File: src/hdl/tti_consts.svh
// Width and depth constants shared by the TTI transmit path
// Included by the package, the queue interface and the RTL blocks
`ifndef TTI_CONSTS_SVH
`define TTI_CONSTS_SVH

// CSR and transmit word width
`define TTI_DATA_W 32

// CSR word address width
`define TTI_ADDR_W 3

// Transmit FIFO entries
`define TTI_QUEUE_DEPTH 8

// Level count holds 0 to TTI_QUEUE_DEPTH
`define TTI_LEVEL_W 4

// Ready threshold width
`define TTI_THLD_W 3

`endif

File: src/hdl/tti_pkg.sv
// Types for the TTI transmit path
// Imported inside the module bodies that decode CSRs or run the drain FSM
package tti_pkg;

`include "tti_consts.svh"

    // CSR word addresses
    typedef enum logic [`TTI_ADDR_W-1:0] {
        // Write only, pushes one transmit word
        REG_TX_DATA = 3'd0,
        // Queue ready threshold
        REG_THLD    = 3'd1,
        // Bit 0 requests a queue reset, cleared by hardware
        REG_RESET   = 3'd2,
        // IBI, CRR and HJ enables in bits 0 to 2
        REG_CONTROL = 3'd3,
        // Level, threshold reached and sticky overflow
        REG_STATUS  = 3'd4
    } tti_reg_e;

    // Drain FSM states
    typedef enum logic {
        DRAIN_IDLE = 1'b0,
        DRAIN_SEND = 1'b1
    } drain_state_e;

endpackage : tti_pkg

File: src/hdl/tti_queue_if.sv
// Transmit queue connection between the register file, the FIFO and the drain
// Instanced once in the top level and passed to each block through its modport
`include "tti_consts.svh"

interface tti_queue_if;

    logic                    push;
    logic [`TTI_DATA_W-1:0]  push_data;
    logic                    full;
    logic [`TTI_LEVEL_W-1:0] level;
    logic                    thld_hit;
    logic                    flush;
    logic                    flush_done;
    logic [`TTI_THLD_W-1:0]  thld;
    logic                    pop;
    logic [`TTI_DATA_W-1:0]  pop_data;
    logic                    empty;

    modport producer (
        output push, push_data, flush, thld,
        input  full, level, thld_hit, flush_done
    );

    modport buffer (
        input  push, push_data, flush, thld, pop,
        output full, level, thld_hit, flush_done, pop_data, empty
    );

    modport consumer (
        output pop,
        input  pop_data, empty
    );

endinterface : tti_queue_if

File: src/hdl/tti_csr.sv
// TTI register file for the transmit side
// Decodes software accesses, pushes transmit words and holds control and status
`include "tti_consts.svh"

module tti_csr (
    input  logic                    clk_i,
    input  logic                    rst_ni,

    input  logic                    csr_wr_i,
    input  logic                    csr_rd_i,
    input  logic [`TTI_ADDR_W-1:0]  csr_addr_i,
    input  logic [`TTI_DATA_W-1:0]  csr_wdata_i,
    output logic [`TTI_DATA_W-1:0]  csr_rdata_o,

    input  logic                    enec_ibi_i,
    input  logic                    enec_crr_i,
    input  logic                    enec_hj_i,
    input  logic                    disec_ibi_i,
    input  logic                    disec_crr_i,
    input  logic                    disec_hj_i,

    tti_queue_if.producer           q
);
    import tti_pkg::*;

    tti_reg_e               reg_addr;
    logic                   wr_tx;
    logic                   wr_thld;
    logic                   wr_rst;
    logic                   wr_ctrl;
    logic                   rd_status;

    logic [`TTI_THLD_W-1:0] thld_sw_q;
    logic [`TTI_THLD_W-1:0] thld_hw_q;
    logic                   thld_swmod_q;
    logic                   thld_we_q;
    logic                   rst_bit_q;
    logic                   overflow_q;
    logic [2:0]             enable_q;
    logic [2:0]             enable_d;
    logic [2:0]             enec;
    logic [2:0]             disec;
    logic [`TTI_DATA_W-1:0] rdata_d;
    logic [`TTI_DATA_W-1:0] rdata_q;

    assign reg_addr  = tti_reg_e'(csr_addr_i);
    assign wr_tx     = csr_wr_i && (reg_addr == REG_TX_DATA);
    assign wr_thld   = csr_wr_i && (reg_addr == REG_THLD);
    assign wr_rst    = csr_wr_i && (reg_addr == REG_RESET);
    assign wr_ctrl   = csr_wr_i && (reg_addr == REG_CONTROL);
    assign rd_status = csr_rd_i && (reg_addr == REG_STATUS);

    // Words written while the FIFO is full are dropped
    assign q.push      = wr_tx && !q.full;
    assign q.push_data = csr_wdata_i;
    assign q.flush     = rst_bit_q;
    assign q.thld      = thld_hw_q;

    // Bit order is IBI, CRR, HJ from bit 0
    assign enec  = {enec_hj_i, enec_crr_i, enec_ibi_i};
    assign disec = {disec_hj_i, disec_crr_i, disec_ibi_i};

    always_comb begin
        enable_d = enable_q;
        if (wr_ctrl) begin
            enable_d = csr_wdata_i[2:0];
        end
        // ENEC wins over a DISEC in the same cycle
        enable_d = (enable_d & ~disec) | enec;
    end

    always_ff @(posedge clk_i or negedge rst_ni) begin
        if (!rst_ni) begin
            thld_sw_q    <= '0;
            thld_hw_q    <= '0;
            thld_swmod_q <= 1'b0;
            thld_we_q    <= 1'b0;
            rst_bit_q    <= 1'b0;
            overflow_q   <= 1'b0;
            enable_q     <= '0;
        end else begin
            if (wr_thld) begin
                thld_sw_q <= csr_wdata_i[`TTI_THLD_W-1:0];
            end
            // Two-stage write enable toward the queue comparison
            thld_swmod_q <= wr_thld;
            thld_we_q    <= thld_swmod_q;
            if (thld_we_q) begin
                thld_hw_q <= thld_sw_q;
            end

            // Reset request stays up until the queue acknowledges it
            if (q.flush_done) begin
                rst_bit_q <= 1'b0;
            end else if (wr_rst && csr_wdata_i[0]) begin
                rst_bit_q <= 1'b1;
            end

            if (wr_tx && q.full) begin
                overflow_q <= 1'b1;
            end else if (rd_status) begin
                overflow_q <= 1'b0;
            end

            enable_q <= enable_d;
        end
    end

    always_comb begin
        rdata_d = '0;
        case (reg_addr)
            REG_THLD:    rdata_d[`TTI_THLD_W-1:0] = thld_sw_q;
            REG_RESET:   rdata_d[0] = rst_bit_q;
            REG_CONTROL: rdata_d[2:0] = enable_q;
            REG_STATUS: begin
                rdata_d[`TTI_LEVEL_W-1:0] = q.level;
                rdata_d[8] = q.thld_hit;
                rdata_d[9] = overflow_q;
            end
            default:     rdata_d = '0;
        endcase
    end

    always_ff @(posedge clk_i) begin
        if (csr_rd_i) begin
            rdata_q <= rdata_d;
        end
    end

    assign csr_rdata_o = rdata_q;

    // Queue is never pushed while it already holds a full set of words
    a_no_push_full: assert property (@(posedge clk_i) disable iff (!rst_ni)
        q.push |-> (q.level < `TTI_LEVEL_W'(`TTI_QUEUE_DEPTH)));

    // Queue acknowledges a reset only while it is requested
    a_flush_done_in_flush: assert property (@(posedge clk_i) disable iff (!rst_ni)
        q.flush_done |-> q.flush);

endmodule : tti_csr

File: src/hdl/tti_top.sv
// Top level of the TTI transmit path
// Connects register file, transmit FIFO and drain through one queue interface
`include "tti_consts.svh"

module tti_top (
    input  logic                    clk_i,
    input  logic                    rst_ni,

    input  logic                    csr_wr_i,
    input  logic                    csr_rd_i,
    input  logic [`TTI_ADDR_W-1:0]  csr_addr_i,
    input  logic [`TTI_DATA_W-1:0]  csr_wdata_i,
    output logic [`TTI_DATA_W-1:0]  csr_rdata_o,

    input  logic                    bus_ready_i,

    input  logic                    enec_ibi_i,
    input  logic                    enec_crr_i,
    input  logic                    enec_hj_i,
    input  logic                    disec_ibi_i,
    input  logic                    disec_crr_i,
    input  logic                    disec_hj_i,

    output logic [7:0]              tx_byte_o,
    output logic                    tx_byte_valid_o,
    output logic                    ready_irq_o
);

    tti_queue_if q_if ();

    tti_csr u_csr (
        .clk_i       (clk_i),
        .rst_ni      (rst_ni),
        .csr_wr_i    (csr_wr_i),
        .csr_rd_i    (csr_rd_i),
        .csr_addr_i  (csr_addr_i),
        .csr_wdata_i (csr_wdata_i),
        .csr_rdata_o (csr_rdata_o),
        .enec_ibi_i  (enec_ibi_i),
        .enec_crr_i  (enec_crr_i),
        .enec_hj_i   (enec_hj_i),
        .disec_ibi_i (disec_ibi_i),
        .disec_crr_i (disec_crr_i),
        .disec_hj_i  (disec_hj_i),
        .q           (q_if)
    );

    tti_tx_queue u_tx_queue (
        .clk_i  (clk_i),
        .rst_ni (rst_ni),
        .q      (q_if)
    );

    tti_tx_drain u_tx_drain (
        .clk_i           (clk_i),
        .rst_ni          (rst_ni),
        .bus_ready_i     (bus_ready_i),
        .tx_byte_o       (tx_byte_o),
        .tx_byte_valid_o (tx_byte_valid_o),
        .q               (q_if)
    );

    assign ready_irq_o = q_if.thld_hit;

endmodule : tti_top

File: src/hdl/tti_tx_drain.sv
// Drain FSM that pops transmit words and sends them to the bus side
// One byte per cycle, least significant first, held while bus_ready_i is low
`include "tti_consts.svh"

module tti_tx_drain (
    input  logic            clk_i,
    input  logic            rst_ni,
    input  logic            bus_ready_i,
    output logic [7:0]      tx_byte_o,
    output logic            tx_byte_valid_o,
    tti_queue_if.consumer   q
);
    import tti_pkg::*;

    drain_state_e           state_q;
    logic [`TTI_DATA_W-1:0] word_q;
    logic [1:0]             idx_q;

    assign q.pop           = (state_q == DRAIN_IDLE) && !q.empty;
    assign tx_byte_valid_o = (state_q == DRAIN_SEND) && bus_ready_i;
    assign tx_byte_o       = word_q[idx_q*8 +: 8];

    always_ff @(posedge clk_i) begin
        if (q.pop) begin
            word_q <= q.pop_data;
        end
    end

    always_ff @(posedge clk_i or negedge rst_ni) begin
        if (!rst_ni) begin
            state_q <= DRAIN_IDLE;
            idx_q   <= '0;
        end else begin
            case (state_q)
                DRAIN_IDLE: begin
                    if (!q.empty) begin
                        idx_q   <= '0;
                        state_q <= DRAIN_SEND;
                    end
                end
                DRAIN_SEND: begin
                    if (bus_ready_i) begin
                        idx_q <= idx_q + 1'b1;
                        // Last byte of the word
                        if (idx_q == 2'd3) begin
                            state_q <= DRAIN_IDLE;
                        end
                    end
                end
                default: state_q <= DRAIN_IDLE;
            endcase
        end
    end

    a_pop_not_empty: assert property (@(posedge clk_i) disable iff (!rst_ni)
        q.pop |-> !q.empty);

endmodule : tti_tx_drain

File: src/hdl/tti_tx_queue.sv
// Transmit data FIFO with level count, ready threshold and flush
// Sits between the register file and the drain through the buffer modport
`include "tti_consts.svh"

module tti_tx_queue (
    input  logic          clk_i,
    input  logic          rst_ni,
    tti_queue_if.buffer   q
);
    localparam int unsigned Depth = `TTI_QUEUE_DEPTH;
    localparam int unsigned PtrW  = $clog2(Depth);

    logic [`TTI_DATA_W-1:0]  mem [Depth];
    logic [PtrW-1:0]         wr_ptr_q;
    logic [PtrW-1:0]         rd_ptr_q;
    logic [`TTI_LEVEL_W-1:0] level_q;
    logic                    flush_done_q;
    logic                    do_push;
    logic                    do_pop;

    assign q.full  = (level_q == `TTI_LEVEL_W'(Depth));
    assign q.empty = (level_q == '0);
    assign do_push = q.push && !q.full;
    assign do_pop  = q.pop && !q.empty;

    assign q.pop_data   = mem[rd_ptr_q];
    assign q.level      = level_q;
    assign q.flush_done = flush_done_q;

    // Zero threshold disables the ready flag
    assign q.thld_hit = (q.thld != '0) && (level_q >= `TTI_LEVEL_W'(q.thld));

    always_ff @(posedge clk_i) begin
        if (do_push && !q.flush) begin
            mem[wr_ptr_q] <= q.push_data;
        end
    end

    always_ff @(posedge clk_i or negedge rst_ni) begin
        if (!rst_ni) begin
            wr_ptr_q     <= '0;
            rd_ptr_q     <= '0;
            level_q      <= '0;
            flush_done_q <= 1'b0;
        end else begin
            // Single acknowledge pulse per reset request
            flush_done_q <= q.flush && !flush_done_q;
            if (q.flush) begin
                wr_ptr_q <= '0;
                rd_ptr_q <= '0;
                level_q  <= '0;
            end else begin
                if (do_push) begin
                    wr_ptr_q <= (wr_ptr_q == PtrW'(Depth - 1)) ? '0 : wr_ptr_q + 1'b1;
                end
                if (do_pop) begin
                    rd_ptr_q <= (rd_ptr_q == PtrW'(Depth - 1)) ? '0 : rd_ptr_q + 1'b1;
                end
                if (do_push && !do_pop) begin
                    level_q <= level_q + 1'b1;
                end else if (do_pop && !do_push) begin
                    level_q <= level_q - 1'b1;
                end
            end
        end
    end

    a_level_bound: assert property (@(posedge clk_i) disable iff (!rst_ni)
        level_q <= `TTI_LEVEL_W'(Depth));

endmodule : tti_tx_queue

File: config.mk
export PLATFORM = sky130hd
export DESIGN_NAME = tti_top
export DESIGN_NICKNAME = d
export VERILOG_FILES = /design/src/hdl/tti_pkg.sv /design/src/hdl/tti_queue_if.sv /design/src/hdl/tti_csr.sv /design/src/hdl/tti_top.sv /design/src/hdl/tti_tx_drain.sv /design/src/hdl/tti_tx_queue.sv
export VERILOG_INCLUDE_DIRS = /design/src /design/src/hdl
export SDC_FILE = /design/constraint.sdc
export NUM_CORES = 1
export LEC_CHECK = 0
export BUFFER_PORTS_ARGS = -buffer_cell sky130_fd_sc_hd__buf_2
export CORE_UTILIZATION = 64
export DETAILED_ROUTE_END_ITERATION = 7
export PLACE_DENSITY_LB_ADDON = 0.1
export RECOVER_POWER = 50
export SLEW_MARGIN = 20
export SYNTH_ARGS = -nofsm -noshare
export SYNTH_HDL_FRONTEND = slang
export SYNTH_SLANG_ARGS = --single-unit
File: constraint.sdc
create_clock -name clk_i -period 9 [get_ports clk_i]
set_input_delay 1.35 -clock clk_i [delete_from_list [all_inputs] [get_ports clk_i]]
set_output_delay 1.35 -clock clk_i [all_outputs]
set_load 0.01 [all_outputs]
==> flow_metrics.tcl, run 1 <==
set metrics [dict create \
    grt-ovfl-total 0 \
    multi_input_area_um2 3020 \
    cts_tree "done" \
    grt_max_degree 39 \
    hp-start "u_csr.thld_swmod_q" \
    synth_top_family_by_area "multiplexers" \
    crit_path_end_kind "output pin" \
    hold_path_depth 0 \
    die_y_um 143 \
    synth_cells 609 \
    layout_commonest_cell "edfxtp_1" \
    syn_area_um2 12700 \
    cts_buffers 31 \
    antenna_found_initial 1 \
    viasPerCell 6.08 \
    tns_ps 0 \
    dp_hpwl_um 13900 \
    tightest_slew_ps 2180 \
    critPathLaunchType "register" \
    muxShareOfSynthArea_pct 16.3 \
    initial_core_util_pct 65.4 \
    drtIter0Drc 460 \
    finalMaxSlewViolations 72 \
    fmax_ghz 0.270 \
    syn2layout_area_growth_pct 12.9 \
    grt.total_usage_pct 24.1 \
    synthAdderAreaFrac_pct 1.14 \
    holdPathEnd "u_csr.thld_we_q" \
    drt_wl_total_um 23400 \
    firstDrtPassIters 4 \
    ys_warn_count 0 \
    rsz0062_at_grt "false" \
    synthFlopType "edfxtp_1" \
    drc 0 \
    grt_pass1_wl_um 35600 \
    synth-seq-area-share_pct 74.7 \
    grt_pass1_vias 6150 \
    ctsHtreeMaxLevel 1 \
    place_area_um2 13300 \
    cts_setup_buffers 0 \
    violations "max-capacitance violations, max-slew violations" \
    r2r_end "u_tx_queue.rd_ptr_q[1]" \
    cellLeakagePower_nw 4.71 \
    max-vdd-ir-drop_uv 181 \
    crit_chain "inv_1, ha_1, nand2b_1, a21o_1, a211oi_1, nor2_1, buf_2" \
    required_ps 7650 \
    synth-edff-count 294 \
    final_area_um2 14400 \
    finClkSkew_ps 18.0 \
    clock-sinks 321 \
    arrival_ps 2350 \
    hp-class "reg2reg" \
    clkTransAtPathRegs_ps 60 \
    final_cell_mix "edfxtp_1 (294), mux4_2 (72), clkbuf_1 (44)" \
    dieArea_um2 20400 \
    synth_xor_area_share_pct 0.0688 \
    setup_violations 0 \
    synth-seq-cells 321 \
    power_w 0.00389 \
    layout.nets 750 \
    drtAntennaViolNets 0 \
    r2r_start "u_tx_queue.q.level[1]" \
    cp_top_family "compound AO/OA/AOI/OAI gates" \
    worstRegToRegCells 5 \
    drive_gt1_share_pct 30.2 \
    fillCellCount 1129 \
    syn_avg_cell_area_um2 20.9 \
    slowest_stage "dfrtp_1" \
    core-area_um2 19500 \
    cts.path.max_buffers 3 \
    relSlewSlack_pct -45.1 \
    rows 51 \
    post_cts_resized 0 \
    detail_route.wl_per_cell_um 23.8 \
    crit_fanout 6 \
    port_buffers 61 \
    ys_types 52 \
    report.final.hold_viol_count 0 \
    holdBufCountCts 0 \
    vias 5971 \
    layout_worst_path_cycle_share_pct 41.1 \
    status "finished with violations" \
    clock_latency_ps 550 \
    gp_congestion 0.826 \
    crit_buf_inv 2 \
    synth_compound_area_share_pct 1.95 \
    cellPowerDensity_nw_per_um2 271 \
    yosys.area_share.simple_pct 3.13 \
    regArea_um2 9510 \
    io-pin-count 88 \
    synth-async-reset-ratio_pct 8.41 \
    cap_violations 3 \
    die_width_um 143 \
    slowest_delay_ps 440 \
    worstSetupPathType "reg2out" \
    post-route-min-period_ps 3700 \
    r2r_setup_slack_ps 5640 \
    root_buffer "clkbuf_16" \
]
-- layout make-up --
class                   instances  share of cell area [%]
inverters                       9                   0.235
repair buffers                 77                    2.89
flip-flops and latches        321                    66.2
clock inverters                14                    1.39
multi-input cells             253                    21.0
diodes                          1                  0.0174
well taps                     265                    2.31
clock buffers                  42                    5.90
-- power breakdown --
group          switching (W)  internal (W)
clock               0.000520      0.000800
sequential          0.000136       0.00174
combinational       0.000331      0.000368
total               0.000987       0.00291
-- worst max path at each step --
stage,endpoint,cells past startpoint,from,slack (ps)
after detailed placement,u_tx_queue.mem[5][13],4,csr_addr_i[1],5120
after CTS,ready_irq_o,7,u_tx_queue.q.level[0],5250
after floorplan,u_tx_queue.mem[0][0],3,csr_addr_i[1],3170
after global routing,ready_irq_o,7,u_tx_queue.q.level[0],5180
final,ready_irq_o,7,u_tx_queue.q.level[0],5300
after global placement,u_tx_queue.mem[5][12],4,csr_addr_i[1],5170
-- per-layer routing --
layer / global-route usage, % / routed length, um
met5: 0 / 0
met4: 5.21 / 276
met3: 4.56 / 1230
met2: 38.9 / 11800
met1: 34.9 / 10100
-- flip-flops by register name, indices dropped and copies added (netlist names) --
register / cells
u_csr.thld_swmod_q: 1
u_tx_queue.q.level: 4
u_tx_queue.rd_ptr_q: 3
u_csr.thld_we_q: 1
u_tx_queue.wr_ptr_q: 3
u_csr.q.thld: 3
u_tx_drain.word_q: 32
u_csr.csr_rdata_o: 6
u_tx_drain.state_q: 1
u_tx_queue.q.flush_done: 1
u_tx_drain.idx_q: 2
u_csr.enable_q: 3
u_csr.overflow_q: 1
u_csr.q.flush: 1
u_tx_queue.mem: 256
u_csr.thld_sw_q: 3
-- per-stage QoR --
step / setup slack [ps] / instances / utilization, % / hold WS [ps]
3_3_place_gp: 5170 / 922 / 68.4 / 334
5_1_grt: 5180 / 982 / 73.8 / 379
6_report: 5300 / 982 / 73.8 / 352
4_1_cts: 5250 / 978 / 73.8 / 353
2_1_floorplan: 3170 / 634 / - / 331
3_5_place_dp: 5120 / 922 / 68.4 / 347
-- cell usage after synthesis (2+ instances only) --
cell type | n | area (um2)
mux2i_1 | 4 | 40.0
o21bai_1 | 3 | 22.5
nor3_1 | 6 | 30.0
clkbuf_1 | 12 | 45.0
buf_4 | 26 | 195
inv_1 | 8 | 30.0
ha_1 | 10 | 125
buf_2 | 5 | 25.0
a21oi_1 | 9 | 45.0
buf_1 | 7 | 26.3
nor2b_1 | 4 | 25.0
nor3b_1 | 3 | 22.5
nor2_1 | 11 | 41.3
dfrtp_1 | 27 | 676
mux4_2 | 72 | 1620
o21ai_0 | 10 | 50.1
and2_1 | 2 | 12.5
nand2_1 | 14 | 52.6
nand3_1 | 8 | 40.0
a22oi_1 | 3 | 22.5
nand3b_1 | 2 | 15.0
mux2_2 | 37 | 417
nor3b_2 | 2 | 25.0
edfxtp_1 | 294 | 8830
o21ai_1 | 3 | 15.0
-- kinds of logic after synthesis --
group,after synthesis
buf+inv,60
other cells,1
flops,321
xor+xnor,1
mux,113
fa+ha+maj,11
compound gates,37
simple gates,65
(Power assumes the default switching activity.)
==> run 2: changes to the inputs <==
--- a/config.mk
+++ b/config.mk
@@ -7,7 +7,7 @@
 export NUM_CORES = 1
 export LEC_CHECK = 0
 export BUFFER_PORTS_ARGS = -buffer_cell sky130_fd_sc_hd__buf_2
-export CORE_UTILIZATION = 64
+export CORE_UTILIZATION = 54
 export DETAILED_ROUTE_END_ITERATION = 7
 export PLACE_DENSITY_LB_ADDON = 0.1
 export RECOVER_POWER = 50
==> constraint.sdc (replaced) <==
create_clock -name clk_i -period 3.4 [get_ports clk_i]
set_input_delay 0.51 -clock clk_i [delete_from_list [all_inputs] [get_ports clk_i]]
set_output_delay 0.51 -clock clk_i [all_outputs]
set_load 0.01 [all_outputs]
==> run 2 against run 1 <==
The run still ends with max-capacitance violations, max-slew violations left. Sequential share of layout area shrank 0.48 points. Die area grew 18%. Global-route usage shrank 3.8 points. Highest routed layer unchanged. Critical path depth unchanged. Largest power group unchanged. Register-to-register slack lost 4900 ps. First-iteration DRC count down 6.5%. Final cell count increased by 5.5%. Critical path type unchanged. Non-clock buffer count increased by 4. Sequential power rose to 2.6 times the previous value. Sequential cell count did not move.
==> flow_metrics.tcl, run 2 (same netlist as run 1, synthesis figures left out) <==
set metrics [dict create \
    dpl_worst_slack_ps 550 \
    worst_slack_ps 521 \
    drt_wl_total_um 23500 \
    crit_start "u_tx_queue.q.level[0]" \
    holdPathEnd "u_csr.enable_q[0]" \
    root_buffer "clkbuf_16" \
    syn2layout_area_growth_pct 13.7 \
    required_ps 2890 \
    hp-class "in2reg" \
    die_width_um 155 \
    grt-ovfl-total 0 \
    layout_worst_path_cycle_share_pct 84.7 \
    report.final.hold_viol_count 0 \
    regMostFlops "u_tx_queue.mem" \
    worstSetupPathType "reg2out" \
    hold_path_depth 2 \
    drive_gt1_share_pct 29.6 \
    crit_buf_inv 2 \
    grt_pass1_vias 6171 \
    relSlewSlack_pct -0.296 \
    rsz0062_at_grt "false" \
    tightest_slew_ps 1500 \
    clock-sinks 321 \
    cellPowerDensity_nw_per_um2 715 \
    instances_no_fill 1036 \
    port_buffers 61 \
    final_cell_mix "edfxtp_1 (294), mux4_2 (72), clkbuf_1 (47)" \
    critPathLaunchType "register" \
    slowest_delay_ps 470 \
    drc 0 \
    ctsHtreeMaxLevel 1 \
    power_w 0.0103 \
    die_y_um 155 \
    worstRegToRegCells 8 \
    gp_congestion 0.898 \
    max-vdd-ir-drop_uv 449 \
    crit_chain "inv_1, ha_1, nand2b_1, a21o_1, a211oi_1, nor2_1, buf_2" \
    post-route-min-period_ps 2880 \
    fmax_ghz 0.347 \
    dieArea_um2 24200 \
    antenna_found_initial 1 \
    violations "max-capacitance violations, max-slew violations" \
    placedCellCount 976 \
    largest_reg_flops 256 \
    clkTransAtPathRegs_ps 60 \
    dp_hpwl_um 14000 \
    r2r_start "u_tx_queue.q.level[1]" \
    arrival_ps 2370 \
    setup_violations 0 \
    clock_latency_ps 560 \
    crit_path_end_kind "output pin" \
    grt_pass1_wl_um 36100 \
    cellLeakagePower_nw 4.70 \
    cts.path.max_buffers 3 \
    cap_violations 1 \
    slowest_stage "dfrtp_1" \
    drtAntennaViolNets 0 \
    core-area_um2 22800 \
    firstDrtPassIters 4 \
    cp_top_family "compound AO/OA/AOI/OAI gates" \
    io-pin-count 88 \
    status "finished with violations" \
    cts_buffers 31 \
    grt.total_usage_pct 20.3 \
    grt_max_degree 45 \
    layout.nets 754 \
    crit_fanout 6 \
    drtIter0Drc 430 \
    initial_core_util_pct 55.7 \
    tns_ps 0 \
    layout_commonest_cell "edfxtp_1" \
    cts_tree "done" \
    r2r_end "u_tx_queue.q.level[3]" \
    hp-start "disec_ibi_i" \
    finalMaxSlewViolations 27 \
    detail_route.wl_per_cell_um 22.7 \
    post_cts_resized 0 \
    vias 5862 \
    rows 55 \
    r2r_setup_slack_ps 710 \
    finClkSkew_ps 14.6 \
    viasPerCell 5.66 \
]
[run 2: changes by cell type in the layout (fill, tap and decap cells not counted), moves of 2 or more]
cell,before,now
buf_2,26,20
clkinv_1,2,6
clkbuf_1,44,47
and2_0,0,2
and2_1,2,0
buf_4,12,14
clkinvlp_4,0,2
nor4_4,0,2
[run 2: cell type report]
type / instances / area (um2)
antenna: 1 / 2.50
fill: 1626 / 8390
tap: 313 / 392
timing repair buffer: 81 / 438
multi-input combinational: 253 / 3050
inverter: 9 / 33.8
sequential: 321 / 9510
clock buffer: 39 / 836
clock inverter: 19 / 200
[run 2: stage by stage]
stage	utilization (%)	hold WS (ps)	instance area [um2]
2_1_floorplan	-	214	12800
3_3_place_gp	59.0	340	13500
3_5_place_dp	59.0	354	13500
4_1_cts	63.5	106	14500
5_1_grt	63.3	118	14500
6_report	63.3	137	14500
[run 2: layer usage]
| layer | wire [um] | track usage [%] | vias to the layer above | part of all wire (%) |
|---|---|---|---|---|
| met5 | 0 | 0 | - | 0 |
| met4 | 460 | 5.42 | 0 | 2.0 |
| met3 | 1180 | 3.34 | 30 | 5.0 |
| met2 | 11500 | 32.5 | 168 | 49 |
| met1 | 10300 | 29.3 | 3054 | 44 |
| li1 | - | - | 2610 | - |
[run 2: timing repair]
| item | in CTS | in global routing |
|---|---|---|
| hold buffers | 1 | 0 |
| setup buffers | 0 | 0 |
| endpoints found under the hold margin | 27 | 0 |
[run 2: worst max-delay path by stage]
| stage | end | slack [ps] | depth (start not counted) |
|---|---|---|---|
| after floorplan | u_tx_queue.mem[2][0] | -430 | 3 |
| after global placement | u_tx_queue.q.level[3] | 670 | 9 |
| after detailed placement | u_tx_queue.q.level[3] | 550 | 9 |
| after CTS | ready_irq_o | 500 | 7 |
| after global routing | ready_irq_o | 390 | 7 |
| final | ready_irq_o | 520 | 7 |
[run 2: power by group]
| group | internal, W | total (W) | switching (W) |
|---|---|---|---|
| Clock | 0.00204 | 0.00345 | 0.00141 |
| Sequential | 0.00460 | 0.00489 | 0.000297 |
| Combinational | 0.00103 | 0.00199 | 0.000964 |
| Total | 0.00766 | 0.0103 | 0.00267 |
